===== config.mk =====
export PLATFORM = sky130hd
export DESIGN_NAME = dmr_lockstep_top
export DESIGN_NICKNAME = d
export VERILOG_FILES = /design/src/hw/dmr_pkg.sv /design/src/hw/dmr_compare.sv /design/src/hw/dmr_regs.sv /design/src/hw/hmr_dmr_ctrl.sv /design/src/hw/dmr_recovery_seq.sv /design/src/hw/dmr_lockstep_top.sv
export VERILOG_INCLUDE_DIRS = /design/src /design/src/hw
export SDC_FILE = /design/constraint.sdc
export NUM_CORES = 1
export LEC_CHECK = 0
export BUFFER_PORTS_ARGS = -buffer_cell sky130_fd_sc_hd__buf_2
export CAP_MARGIN = 10
export CORE_AREA = 3 3 195 197
export DETAILED_ROUTE_END_ITERATION = 7
export DIE_AREA = 0 0 198 200
export PLACE_DENSITY_LB_ADDON = 0.15
export REMOVE_ABC_BUFFERS = 1
export SETUP_SLACK_MARGIN = 0.1
export SLEW_MARGIN = 10
export SYNTH_ARGS = -nofsm -noshare
export SYNTH_HDL_FRONTEND = slang
export SYNTH_SLANG_ARGS = --single-unit

===== constraint.sdc =====
create_clock -name clk_i -period 2.5 [get_ports clk_i]
set_input_delay 0.125 -clock clk_i [delete_from_list [all_inputs] [get_ports clk_i]]
set_output_delay 0.125 -clock clk_i [all_outputs]
set_load 0.005 [all_outputs]

===== src/hw/dmr_settings.svh =====
// Global constants for the DMR lockstep subsystem
// Widths, register map, restore length and reset defaults
`ifndef DMR_SETTINGS_SVH
`define DMR_SETTINGS_SVH

// Bus widths
`define DMR_ADDR_W 32
`define DMR_DATA_W 32

// Register port address width
`define DMR_REG_AW 4

// Register offsets
`define DMR_REG_ENABLE   4'h0
`define DMR_REG_MISMATCH 4'h4
`define DMR_REG_STATUS   4'h8

// Restore length in cycles
`define DMR_RECOVERY_CYCLES 8

// Reset value of the enable bit
`define DMR_DEFAULT_ENABLE 1'b1

// Lockstep permanently on when set
`define DMR_FIXED 1'b0

`endif


===== src/hw/dmr_pkg.sv =====
// Request, register and mode types of the DMR lockstep subsystem
`include "dmr_settings.svh"

package dmr_pkg;

  // Instruction fetch request from one core
  // Valid stays the first field since the comparator reads the MSB
  typedef struct packed {
    logic                   valid;
    logic [`DMR_ADDR_W-1:0] addr;
  } fetch_req_t;

  // Data request from one core
  typedef struct packed {
    logic                   valid;
    logic                   we;
    logic [`DMR_ADDR_W-1:0] addr;
    logic [`DMR_DATA_W-1:0] wdata;
  } data_req_t;

  // Software register access
  typedef struct packed {
    logic                   valid;
    logic                   write;
    logic [`DMR_REG_AW-1:0] addr;
    logic [`DMR_DATA_W-1:0] wdata;
  } reg_req_t;

  // Register response given in the request cycle
  typedef struct packed {
    logic                   ready;
    logic                   error;
    logic [`DMR_DATA_W-1:0] rdata;
  } reg_rsp_t;

  // Redundancy mode
  // NON_DMR lets both cores run on their own
  typedef enum logic [1:0] {
    NON_DMR     = 2'd0,
    DMR_RUN     = 2'd1,
    DMR_RESTORE = 2'd2
  } dmr_mode_e;

  // Result of one lockstep compare
  typedef struct packed {
    logic mismatch;
    logic both_valid;
  } cmp_status_t;

endpackage


===== src/hw/dmr_compare.sv =====
// Registered lockstep comparator for one request stream
// Works on any packed payload whose first field is the valid bit
`timescale 1ns/100ps

module dmr_compare import dmr_pkg::*; #(
  parameter type payload_t = logic [1:0]
) (
  input  logic        clk_i,
  input  logic        rst_ni,
  input  payload_t    a_i,
  input  payload_t    b_i,
  output payload_t    a_o,
  output payload_t    b_o,
  output cmp_status_t status_o
);

  localparam int PayloadW = $bits(payload_t);

  payload_t a_q, b_q;
  logic [PayloadW-1:0] a_bits, b_bits;
  logic a_valid, b_valid;

  // One register stage for both cores
  // New pair accepted every cycle
  always_ff @(posedge clk_i or negedge rst_ni) begin
    if (!rst_ni) begin
      a_q <= '0;
      b_q <= '0;
    end else begin
      a_q <= a_i;
      b_q <= b_i;
    end
  end

  // Flat view of the payloads
  assign a_bits = a_q;
  assign b_bits = b_q;

  // Valid sits in the MSB of a packed struct
  assign a_valid = a_bits[PayloadW-1];
  assign b_valid = b_bits[PayloadW-1];

  // Whole-payload compare
  // One-sided valid also counts as a disagreement
  assign status_o.mismatch   = (a_valid | b_valid) && (a_bits != b_bits);
  assign status_o.both_valid = a_valid & b_valid;

  assign a_o = a_q;
  assign b_o = b_q;

endmodule


===== src/hw/dmr_regs.sv =====
// Software registers of the DMR subsystem
// Enable bit, saturating mismatch counter and mode status
`timescale 1ns/100ps
`include "dmr_settings.svh"

module dmr_regs import dmr_pkg::*; (
  input  logic      clk_i,
  input  logic      rst_ni,
  input  reg_req_t  reg_req_i,
  output reg_rsp_t  reg_rsp_o,
  input  logic      dmr_enable_q_i,
  input  logic      dmr_enable_qe_i,
  input  logic      incr_mismatch_i,
  input  dmr_mode_e mode_i,
  output logic      dmr_enable_o
);

  localparam int CntW = 16;

  logic            enable_q;
  logic [CntW-1:0] mismatch_cnt_q;
  logic            hit_enable, hit_mismatch, hit_status;
  logic            wr_enable, wr_mismatch;

  // Address decode
  assign hit_enable   = reg_req_i.addr == `DMR_REG_ENABLE;
  assign hit_mismatch = reg_req_i.addr == `DMR_REG_MISMATCH;
  assign hit_status   = reg_req_i.addr == `DMR_REG_STATUS;

  // Software write strobes
  assign wr_enable   = reg_req_i.valid && reg_req_i.write && hit_enable;
  assign wr_mismatch = reg_req_i.valid && reg_req_i.write && hit_mismatch;

  // Enable bit
  // Hardware override beats a software write in the same cycle
  always_ff @(posedge clk_i or negedge rst_ni) begin
    if (!rst_ni) begin
      enable_q <= `DMR_DEFAULT_ENABLE;
    end else if (dmr_enable_qe_i) begin
      enable_q <= dmr_enable_q_i;
    end else if (wr_enable) begin
      enable_q <= reg_req_i.wdata[0];
    end
  end

  // Mismatch counter
  // Any write clears it
  // Increments stop at all ones
  always_ff @(posedge clk_i or negedge rst_ni) begin
    if (!rst_ni) begin
      mismatch_cnt_q <= '0;
    end else if (wr_mismatch) begin
      mismatch_cnt_q <= '0;
    end else if (incr_mismatch_i && (mismatch_cnt_q != '1)) begin
      mismatch_cnt_q <= mismatch_cnt_q + 1'b1;
    end
  end

  // Same-cycle response
  always_comb begin
    reg_rsp_o.ready = 1'b1;
    reg_rsp_o.error = 1'b0;
    reg_rsp_o.rdata = '0;
    if (hit_enable) begin
      reg_rsp_o.rdata = `DMR_DATA_W'(enable_q);
    end else if (hit_mismatch) begin
      reg_rsp_o.rdata = `DMR_DATA_W'(mismatch_cnt_q);
    end else if (hit_status) begin
      // Status word carries the current mode
      reg_rsp_o.rdata = `DMR_DATA_W'(mode_i);
    end else begin
      // Unknown offset leaves the data at zero
      reg_rsp_o.error = reg_req_i.valid;
    end
  end

  assign dmr_enable_o = enable_q;

endmodule


===== src/hw/hmr_dmr_ctrl.sv =====
// DMR mode FSM with independent, lockstep run and restore modes
// Raises setback, recovery request and mismatch increment pulses
`timescale 1ns/100ps
`include "dmr_settings.svh"

module hmr_dmr_ctrl import dmr_pkg::*; (
  input  logic      clk_i,
  input  logic      rst_ni,
  input  logic      dmr_enable_i,
  input  logic      dmr_error_i,
  input  logic      recovery_finished_i,
  input  logic      fetch_en_i,
  input  logic      cores_synch_i,
  output dmr_mode_e mode_o,
  output logic      setback_o,
  output logic      grp_in_independent_o,
  output logic      incr_mismatch_o,
  output logic      recovery_request_o
);

  // Reset mode follows the enable default
  localparam dmr_mode_e DefaultMode =
      (`DMR_DEFAULT_ENABLE || `DMR_FIXED) ? DMR_RUN : NON_DMR;

  dmr_mode_e mode_d, mode_q;
  logic      recovery_req_d, recovery_req_q;
  logic      incr_d, incr_q;

  always_comb begin
    mode_d = mode_q;

    case (mode_q)
      DMR_RUN: begin
        // Rapid recovery is always on so every error restores
        if (dmr_error_i) begin
          mode_d = DMR_RESTORE;
        end
      end
      DMR_RESTORE: begin
        // Errors here are ignored until the restore ends
        if (recovery_finished_i) begin
          mode_d = DMR_RUN;
        end
      end
      default: begin
        mode_d = mode_q;
      end
    endcase

    // Mode switching where later rules take priority
    if (!`DMR_FIXED) begin
      // Before fetch starts the mode tracks the enable bit
      if (!fetch_en_i) begin
        mode_d = dmr_enable_i ? DMR_RUN : NON_DMR;
      end
      // Leave lockstep any time software drops enable
      if ((mode_q == DMR_RUN) && !dmr_enable_i) begin
        mode_d = NON_DMR;
      end
      // Rejoin once the cores report they are in sync
      if ((mode_q == NON_DMR) && cores_synch_i && dmr_enable_i) begin
        mode_d = DMR_RUN;
      end
    end
  end

  // Request only on the entry into restore
  assign recovery_req_d = (mode_d == DMR_RESTORE) && (mode_q != DMR_RESTORE);

  // Count errors seen while in lockstep
  assign incr_d = (mode_q == DMR_RUN) && dmr_error_i;

  always_ff @(posedge clk_i or negedge rst_ni) begin
    if (!rst_ni) begin
      mode_q         <= DefaultMode;
      recovery_req_q <= 1'b0;
      incr_q         <= 1'b0;
    end else begin
      mode_q         <= mode_d;
      recovery_req_q <= recovery_req_d;
      incr_q         <= incr_d;
    end
  end

  assign mode_o               = mode_q;
  assign recovery_request_o   = recovery_req_q;
  // Setback coincides with the recovery request
  assign setback_o            = recovery_req_q;
  assign incr_mismatch_o      = incr_q;
  assign grp_in_independent_o = mode_q == NON_DMR;

endmodule


===== src/hw/dmr_recovery_seq.sv =====
// Recovery sequencer with fetch address checkpoint
// Times a fixed-length restore and presents the restore address
`timescale 1ns/100ps
`include "dmr_settings.svh"

module dmr_recovery_seq import dmr_pkg::*; (
  input  logic                   clk_i,
  input  logic                   rst_ni,
  input  logic                   recovery_request_i,
  input  fetch_req_t             fetch_i,
  input  cmp_status_t            fetch_status_i,
  output logic                   recovery_finished_o,
  output logic [`DMR_ADDR_W-1:0] restore_addr_o,
  output logic                   restore_valid_o
);

  localparam int CntW = $clog2(`DMR_RECOVERY_CYCLES + 1);

  logic                   busy_q;
  logic [CntW-1:0]        cnt_q;
  logic                   finished;
  logic [`DMR_ADDR_W-1:0] ckpt_q;

  // Finish lands exactly N cycles after the request
  assign finished = busy_q && (cnt_q == CntW'(`DMR_RECOVERY_CYCLES));

  always_ff @(posedge clk_i or negedge rst_ni) begin
    if (!rst_ni) begin
      busy_q <= 1'b0;
      cnt_q  <= '0;
    end else if (recovery_request_i) begin
      busy_q <= 1'b1;
      cnt_q  <= CntW'(1);
    end else if (finished) begin
      busy_q <= 1'b0;
      cnt_q  <= '0;
    end else if (busy_q) begin
      cnt_q  <= cnt_q + 1'b1;
    end
  end

  // Checkpoint the last agreed fetch address
  // Frozen from the request until the restore ends
  always_ff @(posedge clk_i) begin
    if (fetch_status_i.both_valid && !fetch_status_i.mismatch &&
        !busy_q && !recovery_request_i) begin
      ckpt_q <= fetch_i.addr;
    end
  end

  assign recovery_finished_o = finished;
  assign restore_valid_o     = finished;
  assign restore_addr_o      = ckpt_q;

endmodule


===== src/hw/dmr_lockstep_top.sv =====
// Top level of the DMR lockstep subsystem
// Compare stages, mode control, recovery, registers and forwarding gates
`timescale 1ns/100ps
`include "dmr_settings.svh"

module dmr_lockstep_top import dmr_pkg::*; (
  input  logic                   clk_i,
  input  logic                   rst_ni,
  input  fetch_req_t             core_a_fetch_i,
  input  fetch_req_t             core_b_fetch_i,
  input  data_req_t              core_a_data_i,
  input  data_req_t              core_b_data_i,
  input  reg_req_t               reg_req_i,
  input  logic                   dmr_enable_q_i,
  input  logic                   dmr_enable_qe_i,
  input  logic                   fetch_en_i,
  input  logic                   cores_synch_i,
  output fetch_req_t             fetch_a_o,
  output fetch_req_t             fetch_b_o,
  output data_req_t              data_a_o,
  output data_req_t              data_b_o,
  output reg_rsp_t               reg_rsp_o,
  output logic                   setback_o,
  output logic                   grp_in_independent_o,
  output logic                   recovery_request_o,
  output logic [`DMR_ADDR_W-1:0] restore_addr_o,
  output logic                   restore_valid_o
);

  fetch_req_t  fetch_a_q, fetch_b_q;
  data_req_t   data_a_q, data_b_q;
  cmp_status_t fetch_status, data_status;
  dmr_mode_e   dmr_mode;
  logic        dmr_error, dmr_enable, dmr_incr_mismatch;
  logic        recovery_finished;

  // Fetch stream compare
  dmr_compare #(.payload_t(fetch_req_t)) i_cmp_fetch (
    .clk_i, .rst_ni,
    .a_i(core_a_fetch_i), .b_i(core_b_fetch_i),
    .a_o(fetch_a_q), .b_o(fetch_b_q), .status_o(fetch_status)
  );

  // Data stream compare
  dmr_compare #(.payload_t(data_req_t)) i_cmp_data (
    .clk_i, .rst_ni,
    .a_i(core_a_data_i), .b_i(core_b_data_i),
    .a_o(data_a_q), .b_o(data_b_q), .status_o(data_status)
  );

  // Any disagreement on either stream
  assign dmr_error = fetch_status.mismatch | data_status.mismatch;

  hmr_dmr_ctrl i_ctrl (
    .clk_i, .rst_ni,
    .dmr_enable_i(dmr_enable), .dmr_error_i(dmr_error),
    .recovery_finished_i(recovery_finished),
    .fetch_en_i, .cores_synch_i, .mode_o(dmr_mode), .setback_o,
    .grp_in_independent_o, .incr_mismatch_o(dmr_incr_mismatch), .recovery_request_o
  );

  dmr_recovery_seq i_recovery (
    .clk_i, .rst_ni,
    .recovery_request_i(recovery_request_o),
    .fetch_i(fetch_a_q), .fetch_status_i(fetch_status),
    .recovery_finished_o(recovery_finished), .restore_addr_o, .restore_valid_o
  );

  dmr_regs i_regs (
    .clk_i, .rst_ni, .reg_req_i, .reg_rsp_o,
    .dmr_enable_q_i, .dmr_enable_qe_i,
    .incr_mismatch_i(dmr_incr_mismatch), .mode_i(dmr_mode), .dmr_enable_o(dmr_enable)
  );

  // Forwarding gates
  // Lockstep keeps only core A
  // Restore blocks everything
  always_comb begin
    fetch_a_o = fetch_a_q;
    fetch_b_o = fetch_b_q;
    data_a_o  = data_a_q;
    data_b_o  = data_b_q;
    if (dmr_mode != NON_DMR) begin
      fetch_b_o.valid = 1'b0;
      data_b_o.valid  = 1'b0;
    end
    if (dmr_mode == DMR_RESTORE) begin
      fetch_a_o.valid = 1'b0;
      data_a_o.valid  = 1'b0;
    end
  end

endmodule


==> flow_metrics.env <==
export IMPL_gp_congestion=0.769
export IMPL_register_area_um2=6570
export IMPL_final_nets=1530
export IMPL_start_kind="flip-flop"
export IMPL_rsz0062_at_grt="yes"
export IMPL_hp_class="primary input to async pin"
export IMPL_endpoint_kind="flip-flop"
export IMPL_io_pins=510
export IMPL_syn_to_final_growth_pct=68.9
export IMPL_drt_iter0_drc=143
export IMPL_period_needed_ps=2300
export IMPL_synth_top_flop_cell="dfrtp_1"
export IMPL_cts_buffers=30
export IMPL_tns_ps=0
export IMPL_dp_hpwl_um=22700
export IMPL_run_status="finished, final reports clean"
export IMPL_multi_input_area_um2=2120
export IMPL_cp_cell_sequence="xor2_1 -> nor4_2 -> nand4_1 -> nor4_2 -> a41o_1 -> and3_4 -> clkbuf_16"
export IMPL_max_stage_delay_ps=400
export IMPL_wl_per_cell_um=17.0
export IMPL_crit_required_ps=2760
export IMPL_vdd_ir_drop_max_v=0.000554
export IMPL_synthArstFlopShare=0.875
export IMPL_utilization=0.410
export IMPL_finalMaxSlewViolations=0
export IMPL_synth_xor_area_frac=0.0961
export IMPL_antenna_found_initial=1
export IMPL_vias_per_cell=4.02
export IMPL_drcViolationCount=0
export IMPL_cp_max_fo=12
export IMPL_critical_path_class="flip-flop to flip-flop"
export IMPL_yosysTopAreaCellShare=0.628
export IMPL_grt_pass1_wl_um=44900
export IMPL_nFillCells=3472
export IMPL_clkLatencyLatePin_ps=560
export IMPL_clock_skew_ps=13.1
export IMPL_synth_seq_area_share=0.743
export IMPL_clock_sinks=256
export IMPL_dieArea_um2=39600
export IMPL_synth_top_family_by_area="XOR/XNOR gates"
export IMPL_start_util=0.243
export IMPL_drtPass1Iterations=4
export IMPL_cts_tree="done"
export IMPL_ant_nets=0
export IMPL_rows=70
export IMPL_clockBufferDepth=3
export IMPL_startpoint="i_cmp_fetch.a_o[10]"
export IMPL_cts_root_buf="clkbuf_16"
export IMPL_yosysUniqueCellTypes=53
export IMPL_fin_area_um2=14900
export IMPL_regToRegStartpoint="i_cmp_fetch.a_o[10]"
export IMPL_tightest_slew_ps=675
export IMPL_critical_path_top_delay_family="simple AND/OR/NAND/NOR gates"
export IMPL_p_per_area_nw_per_um2=734
export IMPL_path_common_cell="nor4_2"
export IMPL_syn_inst=580
export IMPL_synth_fa_ha_area_frac=0.0127
export IMPL_p_leak_nw=7.13
export IMPL_clock_fmax_mhz=434
export IMPL_min_period_over_period=0.921
export IMPL_synth_compound_area_frac=0.0344
export IMPL_vias=7115
export IMPL_yosys_area_share_simple=0.0774
export IMPL_grt_usage=0.147
export IMPL_die_height_um=200
export IMPL_muxShareOfSynthArea=0.00594
export IMPL_drive_gt1_frac=0.417
export IMPL_cp_slowest_cell="dfrtp_1"
export IMPL_yosys_warnings=0
export IMPL_postCtsSetupBuffers=0
export IMPL_synth_edf_count=32
export IMPL_post_dp_cell_area_um2=11800
export IMPL_first_global_vias=7928
export IMPL_postLayoutSetupSlackWorst_ps=197
export IMPL_cts_max_level=1
export IMPL_avgSynthCellArea_um2=15.2
export IMPL_dp_slack_ps=-102
export IMPL_hold_slack_ps=159
export IMPL_synth_area_um2=8840
export IMPL_critPathBufInv=1
export IMPL_portBuffers=461
export IMPL_clk_pin_slew_ps=60
export IMPL_synth_top_cell_by_area="dfrtp_1"
export IMPL_worstPathArrival_ps=2560
export IMPL_core_area_um2=36400
export IMPL_maxSlewHeadroom=0.550
export IMPL_grt_max_degree=78
export IMPL_finalSetupViolCount=0
export IMPL_drv_cap=0
export IMPL_die_x_um=198
export IMPL_grt_overflow_total=0
export IMPL_drt_wl_total_um=30100
export IMPL_yosys_top_cells_area="dfrtp_1 63%, edfxtp_1 11%, xnor2_1 5.3%, xor2_1 4.4%, nand4_1 1.6%"
export IMPL_ys_seq_elements=256
export IMPL_final_hold_viol_count=0
-- per-stage QoR --
| stage | std cells | total power, mW |
|---|---|---|
| after floorplan | 569 | 5.50 |
| after global placement | 1511 | 6.23 |
| after detailed placement | 1511 | 6.23 |
| after CTS | 1770 | 11.1 |
| after global routing | 1772 | 11.5 |
| final | 1772 | 11.0 |
-- flip-flops by register name, summed over array words and instances, names as in the netlist, 2 cells and up --
register,cells
i_cmp_data.a_o,65
i_recovery.restore_addr_o,32
i_recovery.cnt_q,4
i_cmp_data.b_o,65
i_cmp_fetch.b_o,32
i_regs.mismatch_cnt_q,16
i_cmp_fetch.a_o,32
i_ctrl.mode_o,2
-- final timing paths --
kind                                                       to  slack, ps  cells after the start
worst max-delay path            i_recovery.restore_addr_o[27]        200                      7
worst min-delay path                i_regs.mismatch_cnt_q[13]        160                      2
worst max register to register  i_recovery.restore_addr_o[27]        200                      7
worst min register to register   i_recovery.restore_addr_o[0]        480                      0
max in group asynchronous                  i_cmp_data.b_o[23]       1570                      3
min in group clk_i                          i_cmp_data.b_o[2]        200                      2
-- Yosys cell counts, types with 2 or more instances --
master	instances
clkbuf_1	6
dfrtp_1	222
o22ai_1	4
o2bb2ai_1	2
a31oi_1	2
mux2_2	2
and3_1	16
and2_1	5
or3_1	3
dfstp_2	2
xor2_1	44
mux2i_1	3
inv_1	25
and3_2	2
ha_1	9
buf_4	18
nor2b_1	3
buf_2	2
conb_1	2
nor3_1	5
nand3_1	6
edfxtp_1	32
xnor2_1	53
nand4b_1	2
a22oi_1	2
a21oi_1	10
nor4_1	11
nor2_1	22
nand2_1	13
o21ai_0	6
a21o_1	2
a211oi_1	2
nand4_1	22
-- cells by family (layout without fill, tap and decap cells) --
group,count (synthesis),in the layout
AO/OA/AOI/OAI,42,42
XOR/XNOR,97,97
adder cells (fa/ha/maj),9,9
buffers and inverters,51,759
flip-flops,256,256
multiplexers,5,5
other,2,18
AND/OR/NAND/NOR,118,118
-- metal layers --
layer,track usage,vias to the layer above,share of wire
met5,0,-,0
met4,0.0451,0,0.032
met3,0.0478,54,0.080
met2,0.267,314,0.51
met1,0.164,3399,0.38
li1,-,3348,-
-- final cells by class --
class,instances,share of cell area
Sequential cell,256,0.440
Multi-Input combinational cell,288,0.142
Inverter,25,0.00629
Clock buffer,44,0.0586
Tap cell,468,0.0392
Clock inverter,12,0.0115
Timing Repair Buffer,678,0.302
Antenna cell,1,0.000168
-- cell usage in the layout, fill, tap and decap left out, types with 8 or more instances in the layout --
cell type      synthesis  final
and3_1                16     15
nand2_1               13     13
conb_1                 2     17
clkbuf_1               6      8
a21oi_1               10     10
ha_1                   9      9
nor2_1                22     22
nand4_1               22     22
xnor2_1               53     52
buf_2                  2    460
edfxtp_1              32     32
clkbuf_16              0     32
dlygate4sd3_1          0    203
xor2_1                44     44
inv_1                 25     25
dfrtp_1              222    222
buf_4                 18     10
-- power breakdown --
| group | leakage, nW | switching, mW | internal [mW] |
|---|---|---|---|
| combinational | 3.72 | 0.682 | 0.803 |
| sequential | 2.91 | 0.346 | 4.58 |
| clock | 0.505 | 1.72 | 2.83 |
| total | 7.13 | 2.74 | 8.21 |
-- worst register-to-register path: stages, from the launching register on --
cell	delay, ps
dfrtp_1	400
xor2_1	160
nor4_2	330
nand4_1	210
nor4_2	290
a41o_1	210
and3_4	240
clkbuf_16	180
-- what timing repair did --
action / 4_1_cts / 5_1_grt
gates cloned: 0 / 1
hold buffers: 203 / 0
gates resized for setup: 6 / 3
setup endpoints to repair: 35 / 35
hold endpoints to repair: 274 / 0
pin swaps: 1 / 2
Note: power is estimated with default switching activity, not from simulation.
